<file path="src/verilog/video_pkg.sv">
package video_pkg;

    // ####################
    // Widths
    typedef logic [9:0]  hcount_t;
    typedef logic [8:0]  vcount_t;
    typedef logic [7:0]  chan_t;
    typedef logic [15:0] frame_t;
    typedef logic [2:0]  wb_addr_t;
    typedef logic [31:0] wb_data_t;

    // ####################
    // Raster geometry, 740 x 500 total
    localparam hcount_t h_total     = 10'd740;
    localparam vcount_t v_total     = 9'd500;
    localparam hcount_t h_sync      = 10'd50;
    localparam vcount_t v_sync      = 9'd50;
    localparam hcount_t h_act_start = 10'd100;
    localparam hcount_t h_act_end   = 10'd500;
    localparam vcount_t v_act_start = 9'd100;
    localparam vcount_t v_act_end   = 9'd460;
    localparam hcount_t bar_width   = 10'd50;   // Eight bars across 400 pixels

    // ####################
    // Register map, word addresses
    localparam wb_addr_t reg_ctrl   = 3'd0;   // bit0 enable, bit1 half_width, 3:2 pattern
    localparam wb_addr_t reg_step   = 3'd1;
    localparam wb_addr_t reg_solid  = 3'd2;
    localparam wb_addr_t reg_frames = 3'd3;   // Read only

    typedef enum logic [1:0] {
        pat_ramp  = 2'd0,
        pat_solid = 2'd1,
        pat_bars  = 2'd2
    } pattern_e;

    typedef struct packed {
        chan_t red;
        chan_t green;
        chan_t blue;
    } rgb_t;

    typedef struct packed {
        rgb_t rgb;
        logic de;
        logic skip;
        logic vs;
        logic hs;
    } video_bus_t;

    typedef struct packed {
        hcount_t hcount;
        vcount_t vcount;
        logic    active;
        logic    hs;
        logic    vs;
    } raster_t;

    typedef struct packed {
        logic     enable;
        logic     half_width;
        pattern_e pattern;
        chan_t    step;
        rgb_t     solid;
    } config_t;

endpackage

</file>
<file path="src/verilog/video_timing.sv">
`timescale 1ns/10ps

module video_timing (
    input  logic              video,
    input  logic              rst,
    output video_pkg::raster_t raster
);
    import video_pkg::*;

    hcount_t hcount;
    vcount_t vcount;
    logic    line_end;
    logic    frame_end;
    logic    h_active;
    logic    v_active;
    logic    hs_next;
    logic    vs_next;

    // ####################
    // Free running counters
    assign line_end  = hcount == hcount_t'(h_total - 10'd1);
    assign frame_end = vcount == vcount_t'(v_total - 9'd1);

    always_ff @(posedge video) begin
        if (rst) begin
            hcount <= '0;
            vcount <= '0;
        end else if (line_end) begin
            hcount <= '0;
            if (frame_end) begin
                vcount <= '0;
            end else begin
                vcount <= vcount + 9'd1;
            end
        end else begin
            hcount <= hcount + 10'd1;
        end
    end

    // ####################
    // Sync and window decode
    assign h_active = (hcount >= h_act_start) && (hcount < h_act_end);
    assign v_active = (vcount >= v_act_start) && (vcount < v_act_end);

    assign hs_next = hcount == h_sync;                        // Once per line
    assign vs_next = (vcount == v_sync) && (hcount == h_sync); // Single clock per frame

    always_ff @(posedge video) begin
        if (rst) begin
            raster <= '0;
        end else begin
            raster.hcount <= hcount;
            raster.vcount <= vcount;
            raster.active <= h_active && v_active;
            raster.hs     <= hs_next;
            raster.vs     <= vs_next;
        end
    end

    // Sync pulse sits in the blanking before the window
    hs_outside_active: assert property (
        @(posedge video) disable iff (rst) !(raster.active && raster.hs)
    );

endmodule

</file>
<file path="src/verilog/video_pattern.sv">
`timescale 1ns/10ps

module video_pattern (
    input  logic                 video,
    input  logic                 rst,
    input  video_pkg::raster_t   raster,
    input  video_pkg::config_t   cfg,
    output video_pkg::video_bus_t pixel
);
    import video_pkg::*;

    rgb_t       ramp;
    rgb_t       bar_rgb;
    rgb_t       colour;
    logic [2:0] bar_num;

    function automatic chan_t sat_add(chan_t a, chan_t b);
        logic [8:0] sum;
        sum = {1'b0, a} + {1'b0, b};
        return sum[8] ? 8'hff : sum[7:0];
    endfunction

    // ####################
    // Colour ramp, red then green then blue
    always_ff @(posedge video) begin
        if (rst || !raster.active) begin
            ramp <= '0;   // Each line starts black
        end else if (ramp.red < 8'd254) begin
            ramp.red <= sat_add(ramp.red, cfg.step);
        end else if (ramp.green < 8'd254) begin
            ramp.green <= sat_add(ramp.green, cfg.step);
        end else if (ramp.blue < 8'd254) begin
            ramp.blue <= sat_add(ramp.blue, cfg.step);
        end
    end

    // ####################
    // Vertical bars
    always_comb begin
        bar_num       = 3'((raster.hcount - h_act_start) / bar_width);
        bar_rgb.red   = {8{bar_num[2]}};
        bar_rgb.green = {8{bar_num[1]}};
        bar_rgb.blue  = {8{bar_num[0]}};
    end

    always_comb begin
        if (!raster.active) begin
            colour = '0;
        end else begin
            case (cfg.pattern)
                pat_ramp:  colour = ramp;
                pat_solid: colour = cfg.solid;
                pat_bars:  colour = bar_rgb;
                default:   colour = '0;   // Unused code
            endcase
        end
    end

    always_ff @(posedge video) begin
        if (rst) begin
            pixel <= '0;
        end else begin
            pixel.rgb  <= colour;
            pixel.de   <= raster.active;
            pixel.skip <= 1'b0;   // Set later in the output stage
            pixel.hs   <= raster.hs;
            pixel.vs   <= raster.vs;
        end
    end

endmodule

</file>
<file path="src/verilog/video_regs.sv">
`timescale 1ns/10ps

module video_regs (
    input  logic               video,
    input  logic               rst,
    input  logic               cyc,
    input  logic               stb,
    input  logic               we,
    input  video_pkg::wb_addr_t adr,
    input  video_pkg::wb_data_t dat_w,
    output video_pkg::wb_data_t dat_r,
    output logic               ack,
    input  video_pkg::raster_t  raster,
    output video_pkg::config_t  cfg
);
    import video_pkg::*;

    config_t  shadow;
    frame_t   frames;
    wb_data_t rd_data;
    logic     req;
    logic     at_origin;
    logic     at_origin_q;
    logic     frame_start;

    // New request only while ack is low, so ack is a single pulse
    assign req = cyc && stb && !ack;

    always_ff @(posedge video) begin
        if (rst) begin
            ack <= 1'b0;
        end else begin
            ack <= req;
        end
    end

    // ####################
    // Shadow registers
    always_ff @(posedge video) begin
        if (rst) begin
            shadow <= '0;
        end else if (req && we) begin
            case (adr)
                reg_ctrl: begin
                    shadow.enable     <= dat_w[0];
                    shadow.half_width <= dat_w[1];
                    shadow.pattern    <= pattern_e'(dat_w[3:2]);
                end
                reg_step:  shadow.step  <= dat_w[7:0];
                reg_solid: shadow.solid <= dat_w[23:0];
                default: ;   // frames is read only
            endcase
        end
    end

    always_comb begin
        case (adr)
            reg_ctrl:   rd_data = {28'd0, shadow.pattern, shadow.half_width, shadow.enable};
            reg_step:   rd_data = {24'd0, shadow.step};
            reg_solid:  rd_data = {8'd0, shadow.solid};
            reg_frames: rd_data = {16'd0, frames};
            default:    rd_data = '0;
        endcase
    end

    always_ff @(posedge video) begin
        if (req && !we) begin
            dat_r <= rd_data;   // Valid in the ack cycle
        end
    end

    // ####################
    // Frame start
    assign at_origin   = (raster.hcount == '0) && (raster.vcount == '0);
    assign frame_start = at_origin && !at_origin_q;   // Raster sits at origin twice out of reset

    always_ff @(posedge video) begin
        if (rst) begin
            at_origin_q <= 1'b0;
            frames      <= '0;
            cfg         <= '0;
        end else begin
            at_origin_q <= at_origin;
            if (frame_start) begin
                frames <= frames + 16'd1;
                cfg    <= shadow;
            end
        end
    end

    ack_after_request: assert property (
        @(posedge video) disable iff (rst) ack |-> $past(cyc && stb)
    );

endmodule

</file>
<file path="src/verilog/video_out.sv">
`timescale 1ns/10ps

module video_out (
    input  logic                  video,
    input  logic                  rst,
    input  video_pkg::config_t    cfg,
    input  video_pkg::video_bus_t pixel,
    output video_pkg::video_bus_t video_out
);
    import video_pkg::*;

    logic phase;   // High on odd pixel count within the line
    logic show;

    assign show = cfg.enable && pixel.de;

    always_ff @(posedge video) begin
        if (rst) begin
            phase     <= 1'b0;
            video_out <= '0;
        end else begin
            phase <= pixel.de ? !phase : 1'b0;

            // Syncs run regardless of enable
            video_out.hs <= pixel.hs;
            video_out.vs <= pixel.vs;

            video_out.de   <= show;
            video_out.rgb  <= cfg.enable ? pixel.rgb : rgb_t'('0);
            video_out.skip <= show && cfg.half_width && phase;
        end
    end

    // A line has an even number of pixels so the phase is back to zero at blanking
    phase_clear_in_blank: assert property (
        @(posedge video) disable iff (rst) $fell(pixel.de) |-> !phase
    );

endmodule

</file>
<file path="src/verilog/video_top.sv">
`timescale 1ns/10ps

module video_top (
    input  logic                  video,
    input  logic                  rst,
    input  logic                  cyc,
    input  logic                  stb,
    input  logic                  we,
    input  video_pkg::wb_addr_t   adr,
    input  video_pkg::wb_data_t   dat_w,
    output video_pkg::wb_data_t   dat_r,
    output logic                  ack,
    output video_pkg::video_bus_t video_out
);
    import video_pkg::*;

    raster_t    raster;
    config_t    cfg;
    video_bus_t pixel;

    video_regs regs (
        .video (video),
        .rst   (rst),
        .cyc   (cyc),
        .stb   (stb),
        .we    (we),
        .adr   (adr),
        .dat_w (dat_w),
        .dat_r (dat_r),
        .ack   (ack),
        .raster(raster),
        .cfg   (cfg)
    );

    video_timing timing (
        .video (video),
        .rst   (rst),
        .raster(raster)
    );

    video_pattern pattern (
        .video (video),
        .rst   (rst),
        .raster(raster),
        .cfg   (cfg),
        .pixel (pixel)
    );

    video_out out_stage (
        .video    (video),
        .rst      (rst),
        .cfg      (cfg),
        .pixel    (pixel),
        .video_out(video_out)
    );

endmodule

</file>
<file path="config.mk">
export PLATFORM = sky130hd
export DESIGN_NAME = video_top
export DESIGN_NICKNAME = d
export VERILOG_FILES = /design/src/verilog/video_pkg.sv /design/src/verilog/video_timing.sv /design/src/verilog/video_pattern.sv /design/src/verilog/video_regs.sv /design/src/verilog/video_out.sv /design/src/verilog/video_top.sv
export SDC_FILE = /design/constraint.sdc
export NUM_CORES = 1
export LEC_CHECK = 0
export BUFFER_PORTS_ARGS = -buffer_cell sky130_fd_sc_hd__buf_2
export CORE_AREA = 5 5 156 188
export CTS_CLUSTER_SIZE = 24
export DETAILED_ROUTE_END_ITERATION = 7
export DIE_AREA = 0 0 161 193
export GPL_TIMING_DRIVEN = 0
export PLACE_DENSITY = 0.55
export SLEW_MARGIN = 15
export SYNTH_ARGS = -nofsm -noshare
export SYNTH_HDL_FRONTEND = slang
export SYNTH_SLANG_ARGS = --single-unit
</file>
<file path="constraint.sdc">
create_clock -name video -period 4.9 [get_ports video]
set_clock_uncertainty 0.1 [all_clocks]
set_input_delay 1.225 -clock video [delete_from_list [all_inputs] [get_ports video]]
set_output_delay 1.225 -clock video [all_outputs]
set_load 0.01 [all_outputs]
</file>
==> results.md <==
* Die Wd at 161 µm
* MaxCap Viol Count at 0
* Fmax achieved at 218 MHz
* Gate power share at 4.8%
* I/O Pins at 101
* Final wirelength at 27800 µm
* Area Overhead vs Synth at 16.2%
* Largest net degree at the start of global routing at 15
* Mean Syn Cell Area at 8.84 µm²
* EDFF count, synth at 24
* Switching power at 0.000904 W
* Initial cell density of the core at 39.2%
* Netlist cell types at 75
* Area of the die at 31100 µm²
* Cell Rows at 67
* LEAKAGE at 4.87 nW
* Port bufs at 83
* Largest area contributor in the netlist: dfxtp_1
* Slowest CP cell: or4_1
* Crit Path Max Fanout at 10
* Clk sinks at 235
* Post-DRT Antenna Nets at 0
* Mux cell area share after synthesis at 5.08%
* Synth top area cells: dfxtp_1 39%, edfxtp_1 6.7%, a21oi_1 5.8%
* Grt ovf at 0
* Initial antenna violation count at 2
* Clock root buffer: clkbuf_16
* H-tree level count at 1
* Worst path arrival time at 4.90 ns
* Nets at 1413
* Async S/R FF share, synth at 0%
* Worst setup path end: pattern.pixel[5]$_SDFF_PP0_
* Mapped cell area at 10800 µm²
* Synth Area in Compound Gates at 14.4%
* Worst-Margin Slew at 1.11 ns
* Cell Pwr Density at 326 nW/µm²
* Reg2reg setup slack at 0.31 ns
* Top FF cell, synth: dfxtp_1
* Hold slack at 0.316 ns
* Slew Viols, Final at 0
* CP Launch Type: flip-flop
* Largest family of logic cells by synthesized area: simple AND/OR/NAND/NOR gates
* Max-slew headroom at 25.3%
* Min Tclk post-route at 4.59 ns
* Most frequent cell after synthesis: dfxtp_1
* Setup TNS at 0 ns
* Die height at 193 µm
* Simple-gate share of the synthesized area at 21.5%
* Crit share post-route at 93.7%
* Req. time, crit path at 5.21 ns
* Hold Vio Cnt, Final at 0
* Largest stage delay on the critical path at 0.58 ns
* RSZ-0062 raised after global routing: false
* First-pass GRT wire length at 44800 µm
* Peak VDD IR at 0.243 mV
* CP startpoint: timing.raster[14]$_SDFF_PP0_
* Worst-path cell chain: buf_6 > inv_1 > ha_1 > buf_2 > nand2b_1 > clkbuf_1 > nor3_1 > a21oi_1 > o221ai_1 > nor2_1 > a22o_1 > clkbuf_1 > or4_1 > nand4_1 > nor3b_1 > o221ai_1 > nand4_4 > nor2_1
* DR DRC count at 0
* Flop pwr share at 48.2%
* Switching Share at 22.1%
* Clock buffer depth at 3
* Worst Reg-to-Reg Cells at 18
* Pre-antenna DRT Iters at 5
* Synth warnings at 0
* Worst r2r src: timing.raster[14]$_SDFF_PP0_
* Final Wtd Congestion at 0.910
* Internal at 0.00318 W
* Layout cell share with drive strength beyond 1 at 13.1%
* Num CTS Buffers at 24
* Seq cells post-synth at 235
* Starting DRC count in detailed routing at 577
* Synth Area in XOR/XNOR at 4.43%
* Status: finished, final reports clean
* HP Class: flip-flop to flip-flop
* Sequential share of the synthesized area at 45.8%
* Dpl hpwl at 20900 µm
* CP Capture Type: flip-flop
* Wire per inst at 16.3 µm
* TritonCTS clock tree: done
* Commonest cells in the netlist: 211 x dfxtp_1, 157 x nand2_1, 153 x nor2_1, 126 x a21oi_1, 52 x clkbuf_1
* Final setup vio count at 0
* Total Routing Usage GR at 17.7%
* Core footprint at 27500 µm²
* Critical path class: flip-flop to flip-flop
* Clock group share of total power at 47.0%
* Via count at 8717
* DR vias/cell at 5.12
* Worst skew pair latency at 0.53 ns
* Cells after Synth at 1220
* Adder-cell share of the synthesized area at 4.38%
* Clk slew on worst S/H paths at 0.07 ns
* FF-to-FF End: pattern.pixel[5]$_SDFF_PP0_
* Synth top area share at 39.2%
* Vias in the first global route at 8339
## critical path: cells and delay by family, from the launching register on
kind | cells | cell delay [ns]
and+or+nand+nor | 8 | 2.03
adders and majority gates | 1 | 0.13
buffers and inverters | 5 | 0.90
DFF | 1 | 0.33
AOI/OAI and AO/OA | 4 | 0.99
## area by class of cell
class                   count  area [µm²]
diodes                      2        5.00
plain buffers              73         329
clock buffers              33         664
clock inverters            11         168
fillers                  2710       15000
inverters                  36         135
multi-input cells         883        5420
flip-flops and latches    235        4940
well taps                 345         432
repair buffers             84         443
## worst min-delay path by stage
| stage | startpoint | endpoint | slack (ns) | depth (start not counted) |
|---|---|---|---|---|
| floorplan | out_stage.phase$_SDFF_PP0_ | out_stage.phase$_SDFF_PP0_ | 0.29 | 1 |
| finish | out_stage.phase$_SDFF_PP0_ | out_stage.phase$_SDFF_PP0_ | 0.32 | 1 |
| global placement | out_stage.phase$_SDFF_PP0_ | out_stage.phase$_SDFF_PP0_ | 0.30 | 1 |
| global route | pattern.pixel[23]$_SDFF_PP0_ | out_stage.video_out[23]$_SDFF_PP0_ | 0.34 | 1 |
| CTS | out_stage.phase$_SDFF_PP0_ | out_stage.phase$_SDFF_PP0_ | 0.32 | 1 |
| detailed placement | pattern.pixel[17]$_SDFF_PP0_ | out_stage.video_out[17]$_SDFF_PP0_ | 0.31 | 1 |
## repair_timing
item / 4_1_cts / 5_1_grt
gates resized for setup: 0 / 2
buffers inserted: 0 / 0
hold buffers: 0 / 0
endpoints found under the setup margin: 0 / 8
## per-stage QoR
step | cell area (µm²) | util [%] | instances | power (W) | worst slack, ns
2_1_floorplan | 10800 | - | 1227 | 0.00213 | 1.07
3_3_place_gp | 11700 | 42.4 | 1655 | 0.00220 | 0.200
3_5_place_dp | 11700 | 42.6 | 1656 | 0.00221 | 0.268
4_1_cts | 12500 | 45.6 | 1700 | 0.00413 | 0.270
5_1_grt | 12500 | 45.6 | 1702 | 0.00423 | 0.0649
6_report | 12500 | 45.6 | 1702 | 0.00408 | 0.306
## per-layer routing
| layer | track usage (%) | wire (µm) | share of wire [%] |
|---|---|---|---|
| met1 | 24.8 | 13300 | 48 |
| met2 | 28.6 | 12400 | 44 |
| met5 | 0 | 0 | 0 |
| met4 | 4.50 | 527 | 1.9 |
| met3 | 2.93 | 1650 | 5.9 |
## flip-flops by register name, indices dropped and copies added, names as in the netlist, 16 cells and up
| name | count |
|---|---|
| out_stage.video_out | 28 |
| pattern.pixel | 27 |
| pattern.ramp | 24 |
| regs.cfg | 36 |
| regs.dat_r | 24 |
| regs.frames | 16 |
| regs.shadow | 36 |
| timing.raster | 22 |
## power groups by stage
stage                     clock network (W)  logic [W]  registers (W)
after global placement                    0   0.000192        0.00201
after detailed placement                  0   0.000195        0.00201
after global routing                0.00204   0.000215        0.00197
after floorplan                           0   0.000120        0.00201
final                               0.00192   0.000195        0.00197
after CTS                           0.00196   0.000196        0.00197
## logic make-up (layout without fill, tap and decap cells)
family	after synthesis	count (layout)
simple gates	493	493
compound gates	245	245
flops	235	235
buf+inv	109	237
xor+xnor	52	52
mux	49	49
fa+ha+maj	36	36
other cells	1	10
## cells in the final DEF (no fill, tap or decap), drive strengths merged, types with 7 or more instances in the layout
master	synthesis	layout
nor4	9	9
xnor2	24	24
ha	33	33
dfxtp	211	211
a21o	7	7
nand2	157	157
nand3	21	21
or2	7	7
o211ai	7	7
and2	38	38
nor3	16	16
o21a	9	9
buf	20	104
conb	1	8
nor2b	31	31
xor2	28	28
clkinv	1	7
clkbuf	53	86
nand4	17	17
edfxtp	24	24
mux2i	39	39
nand2b	11	11
nor2	154	154
o21ai	36	36
inv	35	35
and3	7	7
a21oi	126	126
a211oi	9	9
No activity file was read; power rests on OpenSTA's default activity.
